## src/verilog/muldiv_pkg.sv

```systemverilog
package muldiv_pkg;

    // datapath widths
    localparam int xlen        = 32;
    localparam int prod_width  = 64;     // sign-extended operands and full product

    // multiplier pipeline depth, must divide prod_width (2, 4 or 8)
    localparam int mult_stages = 4;
    localparam int slice_width = prod_width / mult_stages;  // multiplier bits per stage

    // operation tag carried from issue to completion
    localparam int tag_width   = 4;

    // divider step counter, counts xlen steps down to zero
    localparam int div_count_width = $clog2(xlen);

    // RV32M operations, in funct3 order
    // bit 2 clear is a multiply, bit 2 set is a divide or remainder
    typedef enum logic [2:0] {
        op_mul    = 3'd0,    // low word, signed x signed
        op_mulh   = 3'd1,    // high word, signed x signed
        op_mulhsu = 3'd2,    // high word, signed x unsigned
        op_mulhu  = 3'd3,    // high word, unsigned x unsigned
        op_div    = 3'd4,
        op_divu   = 3'd5,
        op_rem    = 3'd6,
        op_remu   = 3'd7
    } muldiv_func_e;

    // iterative divider states
    typedef enum logic [1:0] {
        div_idle = 2'd0,     // ready for a new divide
        div_busy = 2'd1,     // shift-subtract steps running
        div_hold = 2'd2      // result waiting for the arbiter
    } div_state_e;

endpackage

```

## src/verilog/mult_stage.sv

```systemverilog
module mult_stage (
    input  logic                              clock,
    input  logic                              reset,
    input  logic                              start,
    input  logic [muldiv_pkg::prod_width-1:0] prev_sum,
    input  logic [muldiv_pkg::prod_width-1:0] mplier,
    input  logic [muldiv_pkg::prod_width-1:0] mcand,
    input  muldiv_pkg::muldiv_func_e          func,
    input  logic [muldiv_pkg::tag_width-1:0]  tag_in,
    output logic [muldiv_pkg::prod_width-1:0] product_sum,
    output logic [muldiv_pkg::prod_width-1:0] next_mplier,
    output logic [muldiv_pkg::prod_width-1:0] next_mcand,
    output muldiv_pkg::muldiv_func_e          next_func,
    output logic [muldiv_pkg::tag_width-1:0]  tag_out,
    output logic                              done
);
    import muldiv_pkg::*;

    logic [prod_width-1:0] partial_product;
    logic [prod_width-1:0] shifted_mplier;
    logic [prod_width-1:0] shifted_mcand;

    // one slice of the multiplier against the whole multiplicand
    assign partial_product = mplier[slice_width-1:0] * mcand;

    assign shifted_mplier = {{slice_width{1'b0}}, mplier[prod_width-1:slice_width]};
    assign shifted_mcand  = {mcand[prod_width-slice_width-1:0], {slice_width{1'b0}}};

    always_ff @(posedge clock) begin
        product_sum <= prev_sum + partial_product;
        next_mplier <= shifted_mplier;
        next_mcand  <= shifted_mcand;
        next_func   <= func;
        tag_out     <= tag_in;
    end

    always_ff @(posedge clock) begin
        if (reset) begin
            done <= 1'b0;
        end else begin
            done <= start;    // valid bit walks down the chain
        end
    end

endmodule

```

## src/verilog/mult_pipe.sv

```systemverilog
module mult_pipe (
    input  logic                             clock,
    input  logic                             reset,
    input  logic                             issue_valid,
    input  muldiv_pkg::muldiv_func_e         issue_func,
    input  logic [muldiv_pkg::xlen-1:0]      issue_rs1,
    input  logic [muldiv_pkg::xlen-1:0]      issue_rs2,
    input  logic [muldiv_pkg::tag_width-1:0] issue_tag,
    output logic                             mult_done,
    output logic [muldiv_pkg::tag_width-1:0] mult_tag,
    output logic [muldiv_pkg::xlen-1:0]      mult_result
);
    import muldiv_pkg::*;

    logic                  mult_start;
    logic [prod_width-1:0] ext_rs1;
    logic [prod_width-1:0] ext_rs2;

    // element 0 feeds the first stage, element mult_stages leaves the last
    logic [mult_stages:0]                 done_chain;
    logic [mult_stages:0][prod_width-1:0] sum_chain;
    logic [mult_stages:0][prod_width-1:0] mplier_chain;
    logic [mult_stages:0][prod_width-1:0] mcand_chain;
    muldiv_func_e [mult_stages:0]         func_chain;
    logic [mult_stages:0][tag_width-1:0]  tag_chain;

    assign mult_start = issue_valid &&
                        (issue_func inside {op_mul, op_mulh, op_mulhsu, op_mulhu});

    // extend to 64 bits so the low 64 product bits are exact for every mode
    always_comb begin
        case (issue_func)
            op_mul, op_mulh, op_mulhsu: ext_rs1 = {{(prod_width-xlen){issue_rs1[xlen-1]}}, issue_rs1};
            default:                    ext_rs1 = {{(prod_width-xlen){1'b0}}, issue_rs1};
        endcase
        case (issue_func)
            op_mul, op_mulh: ext_rs2 = {{(prod_width-xlen){issue_rs2[xlen-1]}}, issue_rs2};
            default:         ext_rs2 = {{(prod_width-xlen){1'b0}}, issue_rs2};
        endcase
    end

    assign done_chain[0]   = mult_start;
    assign sum_chain[0]    = '0;          // running sum starts empty
    assign mplier_chain[0] = ext_rs2;
    assign mcand_chain[0]  = ext_rs1;
    assign func_chain[0]   = issue_func;
    assign tag_chain[0]    = issue_tag;

    // each instance takes element i and produces element i+1
    mult_stage stage_inst [mult_stages-1:0] (
        .clock       (clock),
        .reset       (reset),
        .start       (done_chain[mult_stages-1:0]),
        .prev_sum    (sum_chain[mult_stages-1:0]),
        .mplier      (mplier_chain[mult_stages-1:0]),
        .mcand       (mcand_chain[mult_stages-1:0]),
        .func        (func_chain[mult_stages-1:0]),
        .tag_in      (tag_chain[mult_stages-1:0]),
        .product_sum (sum_chain[mult_stages:1]),
        .next_mplier (mplier_chain[mult_stages:1]),  // last shifted operands are dropped
        .next_mcand  (mcand_chain[mult_stages:1]),
        .next_func   (func_chain[mult_stages:1]),
        .tag_out     (tag_chain[mult_stages:1]),
        .done        (done_chain[mult_stages:1])
    );

    assign mult_done = done_chain[mult_stages];
    assign mult_tag  = tag_chain[mult_stages];

    // word select uses the function that travelled with the operands
    assign mult_result = (func_chain[mult_stages] == op_mul) ?
                         sum_chain[mult_stages][xlen-1:0] :
                         sum_chain[mult_stages][prod_width-1:xlen];

endmodule

```

## src/verilog/div_iter.sv

```systemverilog
module div_iter (
    input  logic                             clock,
    input  logic                             reset,
    input  logic                             issue_valid,
    input  muldiv_pkg::muldiv_func_e         issue_func,
    input  logic [muldiv_pkg::xlen-1:0]      issue_rs1,
    input  logic [muldiv_pkg::xlen-1:0]      issue_rs2,
    input  logic [muldiv_pkg::tag_width-1:0] issue_tag,
    input  logic                             div_grant,
    output logic                             div_ready,
    output logic                             div_done,
    output logic [muldiv_pkg::tag_width-1:0] div_tag,
    output logic [muldiv_pkg::xlen-1:0]      div_result
);
    import muldiv_pkg::*;

    div_state_e state;

    // issue side decode
    logic            start;
    logic            is_signed;
    logic            is_rem;
    logic            div_by_zero;
    logic            overflow;
    logic [xlen-1:0] abs_rs1;
    logic [xlen-1:0] abs_rs2;

    // iteration registers
    logic [xlen-1:0]            quo;        // dividend shifts out, quotient shifts in
    logic [xlen-1:0]            rem;
    logic [xlen-1:0]            divisor;
    logic [div_count_width-1:0] count;
    logic                       neg_quot;
    logic                       neg_rem;
    logic                       want_rem;
    logic [tag_width-1:0]       tag_q;
    logic [xlen-1:0]            result_q;

    // one restoring step
    logic [xlen:0]   shifted;
    logic [xlen:0]   diff;
    logic [xlen-1:0] quo_next;
    logic [xlen-1:0] rem_next;
    logic [xlen-1:0] quo_fix;
    logic [xlen-1:0] rem_fix;

    assign start = issue_valid && (state == div_idle) &&
                   (issue_func inside {op_div, op_divu, op_rem, op_remu});

    assign is_signed   = issue_func inside {op_div, op_rem};
    assign is_rem      = issue_func inside {op_rem, op_remu};
    assign div_by_zero = (issue_rs2 == '0);
    assign overflow    = is_signed && (issue_rs1 == {1'b1, {(xlen-1){1'b0}}}) &&
                         (issue_rs2 == '1);   // most negative / -1

    assign abs_rs1 = (is_signed && issue_rs1[xlen-1]) ? -issue_rs1 : issue_rs1;
    assign abs_rs2 = (is_signed && issue_rs2[xlen-1]) ? -issue_rs2 : issue_rs2;

    assign shifted  = {rem, quo[xlen-1]};
    assign diff     = shifted - {1'b0, divisor};
    assign quo_next = {quo[xlen-2:0], ~diff[xlen]};                  // borrow means bit 0
    assign rem_next = diff[xlen] ? shifted[xlen-1:0] : diff[xlen-1:0];  // restore on borrow

    // remainder takes the dividend sign, quotient the xor of both
    assign quo_fix = neg_quot ? -quo_next : quo_next;
    assign rem_fix = neg_rem ? -rem_next : rem_next;

    always_ff @(posedge clock) begin
        if (reset) begin
            state <= div_idle;
        end else begin
            case (state)
                div_idle: if (start) state <= (div_by_zero || overflow) ? div_hold : div_busy;
                div_busy: if (count == '0) state <= div_hold;
                div_hold: if (div_grant) state <= div_idle;
                default:  state <= div_idle;
            endcase
        end
    end

    always_ff @(posedge clock) begin
        if (start) begin
            quo      <= abs_rs1;
            rem      <= '0;
            divisor  <= abs_rs2;
            count    <= div_count_width'(xlen - 1);
            neg_quot <= is_signed && (issue_rs1[xlen-1] ^ issue_rs2[xlen-1]);
            neg_rem  <= is_signed && issue_rs1[xlen-1];
            want_rem <= is_rem;
            tag_q    <= issue_tag;
            // corner cases are resolved right here and skip the steps
            if (div_by_zero) begin
                result_q <= is_rem ? issue_rs1 : '1;
            end else if (overflow) begin
                result_q <= is_rem ? '0 : issue_rs1;
            end
        end else if (state == div_busy) begin
            quo   <= quo_next;
            rem   <= rem_next;
            count <= count - 1'b1;
            if (count == '0) begin
                result_q <= want_rem ? rem_fix : quo_fix;   // last step
            end
        end
    end

    assign div_ready  = (state == div_idle);
    assign div_done   = (state == div_hold);
    assign div_tag    = tag_q;
    assign div_result = result_q;

endmodule

```

## src/verilog/completion_arbiter.sv

```systemverilog
module completion_arbiter (
    input  logic                             clock,
    input  logic                             reset,
    input  logic                             mult_done,
    input  logic [muldiv_pkg::tag_width-1:0] mult_tag,
    input  logic [muldiv_pkg::xlen-1:0]      mult_result,
    input  logic                             div_done,
    input  logic [muldiv_pkg::tag_width-1:0] div_tag,
    input  logic [muldiv_pkg::xlen-1:0]      div_result,
    output logic                             div_grant,
    output logic                             complete_valid,
    output logic [muldiv_pkg::tag_width-1:0] complete_tag,
    output logic [muldiv_pkg::xlen-1:0]      complete_result
);

    // the multiplier cannot stall, so the divider only wins an empty slot
    assign div_grant = div_done && !mult_done;

    always_ff @(posedge clock) begin
        if (reset) begin
            complete_valid <= 1'b0;
        end else begin
            complete_valid <= mult_done || div_done;
        end
    end

    always_ff @(posedge clock) begin
        if (mult_done) begin
            complete_tag    <= mult_tag;
            complete_result <= mult_result;
        end else begin
            // divider result, it stays held when it loses
            complete_tag    <= div_tag;
            complete_result <= div_result;
        end
    end

endmodule

```

## src/verilog/muldiv_unit.sv

```systemverilog
module muldiv_unit (
    input  logic                             clock,
    input  logic                             reset,
    input  logic                             issue_valid,
    input  muldiv_pkg::muldiv_func_e         issue_func,
    input  logic [muldiv_pkg::xlen-1:0]      issue_rs1,
    input  logic [muldiv_pkg::xlen-1:0]      issue_rs2,
    input  logic [muldiv_pkg::tag_width-1:0] issue_tag,
    output logic                             div_ready,
    output logic                             complete_valid,
    output logic [muldiv_pkg::tag_width-1:0] complete_tag,
    output logic [muldiv_pkg::xlen-1:0]      complete_result
);
    import muldiv_pkg::*;

    logic                 mult_done;
    logic [tag_width-1:0] mult_tag;
    logic [xlen-1:0]      mult_result;

    logic                 div_done;
    logic                 div_grant;
    logic [tag_width-1:0] div_tag;
    logic [xlen-1:0]      div_result;

    // both units see every issue, each picks its own functions
    mult_pipe mult_pipe_inst (
        .clock       (clock),
        .reset       (reset),
        .issue_valid (issue_valid),
        .issue_func  (issue_func),
        .issue_rs1   (issue_rs1),
        .issue_rs2   (issue_rs2),
        .issue_tag   (issue_tag),
        .mult_done   (mult_done),
        .mult_tag    (mult_tag),
        .mult_result (mult_result)
    );

    div_iter div_iter_inst (
        .clock       (clock),
        .reset       (reset),
        .issue_valid (issue_valid),
        .issue_func  (issue_func),
        .issue_rs1   (issue_rs1),
        .issue_rs2   (issue_rs2),
        .issue_tag   (issue_tag),
        .div_grant   (div_grant),
        .div_ready   (div_ready),
        .div_done    (div_done),
        .div_tag     (div_tag),
        .div_result  (div_result)
    );

    completion_arbiter completion_arbiter_inst (
        .clock           (clock),
        .reset           (reset),
        .mult_done       (mult_done),
        .mult_tag        (mult_tag),
        .mult_result     (mult_result),
        .div_done        (div_done),
        .div_tag         (div_tag),
        .div_result      (div_result),
        .div_grant       (div_grant),
        .complete_valid  (complete_valid),
        .complete_tag    (complete_tag),
        .complete_result (complete_result)
    );

endmodule

```

## config.mk

```make
export PLATFORM = sky130hd
export DESIGN_NAME = muldiv_unit
export DESIGN_NICKNAME = d
export VERILOG_FILES = /design/src/verilog/muldiv_pkg.sv /design/src/verilog/mult_stage.sv /design/src/verilog/mult_pipe.sv /design/src/verilog/div_iter.sv /design/src/verilog/completion_arbiter.sv /design/src/verilog/muldiv_unit.sv
export SDC_FILE = /design/constraint.sdc
export NUM_CORES = 2
export LEC_CHECK = 0
export BUFFER_PORTS_ARGS = -buffer_cell sky130_fd_sc_hd__buf_2
export CORE_AREA = 5 5 413 415
export DETAILED_ROUTE_END_ITERATION = 6
export DIE_AREA = 0 0 418 420
export HOLD_SLACK_MARGIN = 0.03
export MAX_ROUTING_LAYER = met4
export SYNTH_ARGS = -nofsm -noshare
export SYNTH_HDL_FRONTEND = slang
export SYNTH_SLANG_ARGS = --single-unit
```

## constraint.sdc

```tcl
create_clock -name clock -period 9 [get_ports clock]
set_input_delay 1.8 -clock clock [delete_from_list [all_inputs] [get_ports clock]]
set_output_delay 1.8 -clock clock [all_outputs]
set_load 0.005 [all_outputs]
```

# Word-level counts from Yosys, hierarchy flattened
# Cells that the tools add are included.
classes:
  add_sub_neg: 9
  n_mul: 4
  eq_ne: 15
  muxes: 24
  bitwise_logic: 2
  n_reduce_logical: 27
ops:
  columns: ["op", "count"]
  rows:
  - ["$mux 32", 17]
  - ["$add 64x64->64", 3]
  - ["$neg 32->32", 4]
  - ["$eq 32x32->1 const B", 2]
  - ["$mul 16x64->64", 1]
  - ["$mux 64", 1]
  - ["$mul 16x48->48", 1]
  - ["$sub 33x32->33", 1]
  - ["$logic_not 32->1", 1]
  - ["$mul 16x32->32", 1]
  - ["$mul 1x16->16", 1]
  - ["$eq 3x3->1 const B", 4]
  - ["$logic_and 1x1->1", 9]
  - ["$mux 2", 4]
  - ["$reduce_bool 2->1", 4]
  - ["$reduce_bool 4->1", 2]
  - ["$eq 3x2->1 const B", 2]
  - ["$logic_not 3->1", 2]
  - ["$pmux 2 s3", 1]
  - ["$reduce_and 3->1", 2]
  - ["$logic_not 5->1", 1]
  - ["$sub 5x1->5 const B", 1]
  - ["$mux 4", 1]
  - ["$ne 2x1->1 const B", 2]
  - ["12 further kinds", 13]
totals:
  reg_bits: 582
  in_bits: 74
  out_inout_bits: 38
  wordCells: 117

# Depth between registers and ports, before layout
depth:
  depth_word: 8
  ltp_mapped: 39
  depth_no_buf: 38

# Hierarchy
# A second synthesis with hierarchy kept.
unflattened:
  hier_cells: 16206
  area_unflattened_um2: 143596.5
modules_own_cells:
  columns: ["mod", "n_inst", "cells_each", "area_per_inst_um2", "seq_area_each_um2"]
  rows:
  - ["mult_stage at mult_pipe_inst.stage_inst[1] ...", 2, 3679, 32573.7, 3363.2]
  - ["mult_stage at mult_pipe_inst.stage_inst[3]", 1, 3694, 32772.7, 3363.2]
  - ["mult_stage at mult_pipe_inst.stage_inst[0]", 1, 3675, 32570.0, 3363.2]
  - ["div_iter", 1, 1359, 11398.4, 3873.7]
  - ["completion_arbiter", 1, 79, 1268.7, 740.7]
  - ["mult_pipe", 1, 41, 439.2, 0.0]

# Worst setup path before layout
# Ideal clock, no wire load.
synth_path:
  path_type: "input-to-reg"
  start: "in issue_rs1[10] in the netlist's numbering"
  end: "reg mult_pipe_inst.stage_inst[0].product_sum[52] in the netlist's numbering"
  setup_ns: 0.126
  arrival_time_ns: 8.594
  t_required_ns: 8.874
  path_slack_ns: 0.280
  cell_stages: 28
  path_buffers: 2
  path_cell_list: "clkbuf_1 buf_1 nand2_1 fa_1 inv_1 fa_1 inv_1 fa_1 fa_1 inv_1 fa_1 inv_1 fa_1 inv_1 ha_1 a21o_1 a21o_1 a22o_1 nor4bb_1 o22ai_1 nand4_1 a21boi_1 o211ai_1 a21oi_1 o41ai_1 o21ai_0 a221o_1 xor2_1"
synth_between:
  elab_chain_cells: 2
synth_rtl:
  columns: ["item", "line", "rtl"]
  rows:
  - ["start: declaration", "muldiv_unit.sv:6", "input logic [muldiv_pkg::xlen-1:0] issue_rs1,"]
  - ["$mux 64", "mult_pipe.sv:32", "case (issue_func)"]
  - ["$mul 16x64->64", "mult_stage.sv:24", "assign partial_product = mplier[slice_width-1:0] * mcand;"]
  - ["net mult_pipe_inst.stage_inst[0].partial_product[52]", "mult_stage.sv:19", "logic [prod_width-1:0] partial_product;"]
  - ["end signal: assignment", "mult_stage.sv:30", "product_sum <= prev_sum + partial_product;"]
  - ["end: declaration", "mult_stage.sv:10", "output logic [muldiv_pkg::prod_width-1:0] product_sum,"]
# The timed path passes the listed nets, and every way through them passes these cells.
# A chain may end at the register's enable or synchronous reset.

# Final worst setup path
layout_path:
  start: "reg mult_pipe_inst.stage_inst[0].next_mcand[24] in the netlist's numbering"
  end: "reg mult_pipe_inst.stage_inst[1].product_sum[63] in the netlist's numbering"
layout_between:
  elab_chain_cells: 2
layout_rtl:
  columns: ["item", "line", "rtl"]
  rows:
  - ["start: declaration", "mult_stage.sv:12", "output logic [muldiv_pkg::prod_width-1:0] next_mcand,"]
  - ["start signal: assignment", "mult_stage.sv:32", "next_mcand <= shifted_mcand;"]
  - ["$mul 16x48->48", "mult_stage.sv:24", null]
  - ["$add 64x64->64", "mult_stage.sv:30", null]
  - ["end signal: assignment", "mult_stage.sv:30", null]
  - ["end: declaration", "mult_stage.sv:10", null]
# Every way passes these cells.

==> metrics.txt <==
# TYPE chip_impl_metric gauge
chip_impl_info{name="result_of_the_run",value="complete, no violations"} 1
chip_impl_metric{name="slew-limit-headroom",unit="%"} 21.5
chip_impl_metric{name="maximum_number_of_pins_on_one_net_before_global_route_repair",unit=""} 81
chip_impl_metric{name="grt_pass1_wl",unit="um"} 306000
chip_impl_metric{name="yosys_cell_types",unit=""} 85
chip_impl_metric{name="place_hpwl",unit="um"} 163000
chip_impl_metric{name="worstPathMaxFanout",unit=""} 10
chip_impl_metric{name="cell_depth_of_the_worst_min_delay_path",unit=""} 0
chip_impl_metric{name="final-seq-area",unit="um^2"} 12400
chip_impl_info{name="layout_common_cells",value="sky130_fd_sc_hd__inv_1, sky130_fd_sc_hd__fa_1, sky130_fd_sc_hd__nand2_1"} 1
chip_impl_metric{name="synth-seq-area-share",unit="%"} 18.7
chip_impl_metric{name="drt.antenna.violating_nets",unit=""} 0
chip_impl_metric{name="route.detailed.drc",unit=""} 0
chip_impl_info{name="cts_tree",value="yes"} 1
chip_impl_info{name="timing.critical_path.from_type",value="register"} 1
chip_impl_metric{name="syn_area",unit="um^2"} 66200
chip_impl_metric{name="antenna_violations_before_repair",unit=""} 25
chip_impl_info{name="critical_path.reg2reg.startpoint",value="mult_pipe_inst.stage_inst[0].next_mcand[24]$_DFF_P_"} 1
chip_impl_metric{name="post_route_cells_drive_above_1_share",unit="%"} 8.60
chip_impl_metric{name="route.detailed.wl_per_inst",unit="um"} 20.3
chip_impl_metric{name="die_y",unit="um"} 420
chip_impl_metric{name="asyncSetResetFlopFracSynth",unit="%"} 0
chip_impl_metric{name="io_pins",unit=""} 112
chip_impl_metric{name="area_taken_by_multi_input_logic_gates",unit="um^2"} 47900
chip_impl_metric{name="site_rows",unit=""} 150
chip_impl_metric{name="crit_required",unit="ns"} 9.52
chip_impl_metric{name="register_bit_count_reported_by_yosys",unit=""} 567
chip_impl_metric{name="max_freq",unit="MHz"} 115
chip_impl_metric{name="globalplace.congestion",unit=""} 0.945
chip_impl_info{name="synth_top_flop_cell",value="sky130_fd_sc_hd__dfxtp_1"} 1
chip_impl_metric{name="postLayoutCoreUtil",unit="%"} 44.1
chip_impl_metric{name="flow.area_growth_from_synthesis",unit="%"} 10.9
chip_impl_metric{name="critPathMaxStageDelay",unit="ns"} 0.59
chip_impl_metric{name="reg2reg_slack",unit="ns"} 0.33
chip_impl_info{name="cp_endpoint",value="mult_pipe_inst.stage_inst[1].product_sum[63]$_DFF_P_"} 1
chip_impl_info{name="hold_class",value="reg -> reg"} 1
chip_impl_metric{name="clock_insertion_delay_worst_skew",unit="ns"} 0.68
chip_impl_metric{name="synth_cells",unit=""} 7028
chip_impl_info{name="timing_worst_setup_path_type",value="reg -> reg"} 1
chip_impl_metric{name="die_w",unit="um"} 418
chip_impl_metric{name="initial_core_util",unit="%"} 39.8
chip_impl_info{name="hp-start",value="mult_pipe_inst.stage_inst[2].product_sum[47]$_DFF_P_"} 1
chip_impl_metric{name="postRouteWirelength",unit="um"} 193000
chip_impl_metric{name="synth_enable_flop_cells",unit=""} 103
chip_impl_metric{name="finish.net_count",unit=""} 8923
chip_impl_metric{name="final_hold_viol_count",unit=""} 0
chip_impl_metric{name="crit_arrival",unit="ns"} 9.19
chip_impl_metric{name="synth_area_per_cell",unit="um^2"} 9.41
chip_impl_metric{name="count_of_port_buffers_added_during_placement",unit=""} 111
chip_impl_metric{name="final-setup-viol-count",unit=""} 0
chip_impl_metric{name="worstMarginPinSlew",unit="ns"} 1.18
chip_impl_metric{name="timing.max_cap.violations",unit=""} 0
chip_impl_metric{name="cts_buffer_depth",unit=""} 3
chip_impl_metric{name="groute.usage.overall",unit="%"} 23.1
chip_impl_metric{name="globalRouteOverflowTotal",unit=""} 0
chip_impl_metric{name="cts_inserted_buffers",unit=""} 59
chip_impl_metric{name="synth.net_count",unit=""} 8683
chip_impl_metric{name="coreArea",unit="um^2"} 166000
chip_impl_info{name="timing.rr.end",value="mult_pipe_inst.stage_inst[1].product_sum[63]$_DFF_P_"} 1
chip_impl_metric{name="period_share",unit="%"} 96.3
chip_impl_metric{name="cts.clk_slew.worst_paths",unit="ns"} 0.07
chip_impl_metric{name="routed-via-count",unit=""} 49000
chip_impl_metric{name="drt_first_pass_iters",unit=""} 6
chip_impl_info{name="buffer_cell_driving_the_clock_tree_root",value="sky130_fd_sc_hd__clkbuf_16"} 1
chip_impl_metric{name="avgViaCountPerCell",unit=""} 5.14
chip_impl_info{name="timing.critical_path.to_type",value="register"} 1
chip_impl_metric{name="fin_worst_skew",unit="ns"} 0.0462
chip_impl_metric{name="timing.setup.tns",unit="ns"} 0
chip_impl_metric{name="floorplan.die_area",unit="um^2"} 176000
chip_impl_metric{name="worstRegToRegCells",unit=""} 32
chip_impl_metric{name="synthesis.yosys.warnings",unit=""} 0
chip_impl_metric{name="holdBufCountCts",unit=""} 0
chip_impl_metric{name="fillerInstances",unit=""} 16200
chip_impl_metric{name="first_global_vias",unit=""} 51900
chip_impl_metric{name="finalMaxSlewViolations",unit=""} 0
chip_impl_info{name="mostFrequentLayoutCell",value="sky130_fd_sc_hd__inv_1"} 1
chip_impl_metric{name="postLayoutCellArea",unit="um^2"} 73400
chip_impl_metric{name="hold_ws",unit="ns"} 0.311
chip_impl_metric{name="placedInstanceArea",unit="um^2"} 71100
chip_impl_metric{name="htree_levels",unit=""} 2
chip_impl_info{name="startpoint",value="mult_pipe_inst.stage_inst[0].next_mcand[24]$_DFF_P_"} 1
chip_impl_metric{name="clock-sinks",unit=""} 567
chip_impl_info{name="critPathSlowestCell",value="sky130_fd_sc_hd__dfxtp_2"} 1
chip_impl_metric{name="drt_first_iter_violations",unit=""} 3281
chip_impl_metric{name="final_period_minus_worst_setup_slack",unit="ns"} 8.67
state kept, by name, indices dropped and copies added, names as in the netlist:
signal and flops:
completion_arbiter_inst.complete_result 32, div_iter_inst.neg_quot 1, mult_pipe_inst.stage_inst.done 4, completion_arbiter_inst.complete_tag 4
div_iter_inst.state 2, completion_arbiter_inst.complete_valid 1, div_iter_inst.count 5, mult_pipe_inst.stage_inst.next_func 12
div_iter_inst.div_result 32, div_iter_inst.want_rem 1, div_iter_inst.divisor 32, div_iter_inst.quo 32
mult_pipe_inst.stage_inst.next_mplier 19, mult_pipe_inst.stage_inst.product_sum 256, div_iter_inst.rem 32, div_iter_inst.neg_rem 1
mult_pipe_inst.stage_inst.next_mcand 81, mult_pipe_inst.stage_inst.tag_out 16, div_iter_inst.div_tag 4
synthesized netlist by cell type (all sizes together), types with 60 or more instances:
cell    count  area, um^2
nor2      232         871
o21ai     225        1130
a21oi     274        1370
ha        361        4520
inv      1309        4910
xnor2     262        2300
fa       1220       24400
edfxtp    103        3090
nand3      68         340
and2      379        2370
xor2      122        1070
nand2     934        3510
clkbuf    225         845
nor3       60         315
a21o      102         766
dfxtp     464        9290
layer usage:
| layer | wire length (um) | GRT usage [%] | up-vias |
|---|---|---|---|
| met1 | 83500 | 30.3 | 24900 |
| met4 | 5790 | 6.62 | 0 |
| met2 | 93100 | 38.0 | 1480 |
| met5 | 0 | - | - |
| li1 | - | - | 22300 |
| met3 | 11000 | 2.60 | 312 |
worst max-delay path: cells and delay by family (launching register included):
kind / cells / cell delay, ns
adder cells (fa/ha/maj): 8 / 3.68
XOR/XNOR: 3 / 0.51
flip-flops: 1 / 0.59
AND/OR/NAND/NOR: 3 / 0.37
buffers and inverters: 6 / 0.76
AO/OA/AOI/OAI: 12 / 2.62
worst min-delay path by stage:
stage / to
final: mult_pipe_inst.stage_inst[3].product_sum[47]$_DFF_P_
after global routing: mult_pipe_inst.stage_inst[3].product_sum[23]$_DFF_P_
after CTS: mult_pipe_inst.stage_inst[3].product_sum[47]$_DFF_P_
after detailed placement: mult_pipe_inst.stage_inst[1].tag_out[1]$_DFF_P_
after global placement: mult_pipe_inst.stage_inst[2].tag_out[1]$_DFF_P_
after floorplan: mult_pipe_inst.stage_inst[1].next_func[0]$_DFF_P_
through the flow:
step           worst slack [ns]  std cells
2_1_floorplan             0.280       7028
3_3_place_gp             -0.228       9410
3_5_place_dp             -0.245       9410
4_1_cts                  0.0887       9521
5_1_grt                -0.00512       9533
6_report                  0.330       9533
area by class of cell:
cell class	instances	share of cell area, %
repair buffers	462	4.46
inverters	1310	6.70
flip-flops and latches	567	16.9
well taps	2204	3.76
multi-input cells	4868	65.2
diodes	11	0.0375
clock buffers	68	2.14
clock inverters	43	0.767
cell families after synthesis:
group / Yosys count / synth area share (%)
xor gates and xnor gates: 384 / 5.09
AOI/OAI and AO/OA: 932 / 8.91
muxes: 60 / 0.919
and+or+nand+nor: 1911 / 13.6
DFF: 567 / 18.7
adders and majority gates: 1581 / 43.7
buffers and inverters: 1593 / 9.05
what timing repair did:
action / in CTS / in global routing
buffers inserted: 0 / 1
endpoints found under the setup margin: 0 / 10
gates resized for setup: 0 / 25
Power is left out: the tool's default activity adds up to more than one toggle a clock period on the data nets, which glitch-free logic cannot reach.
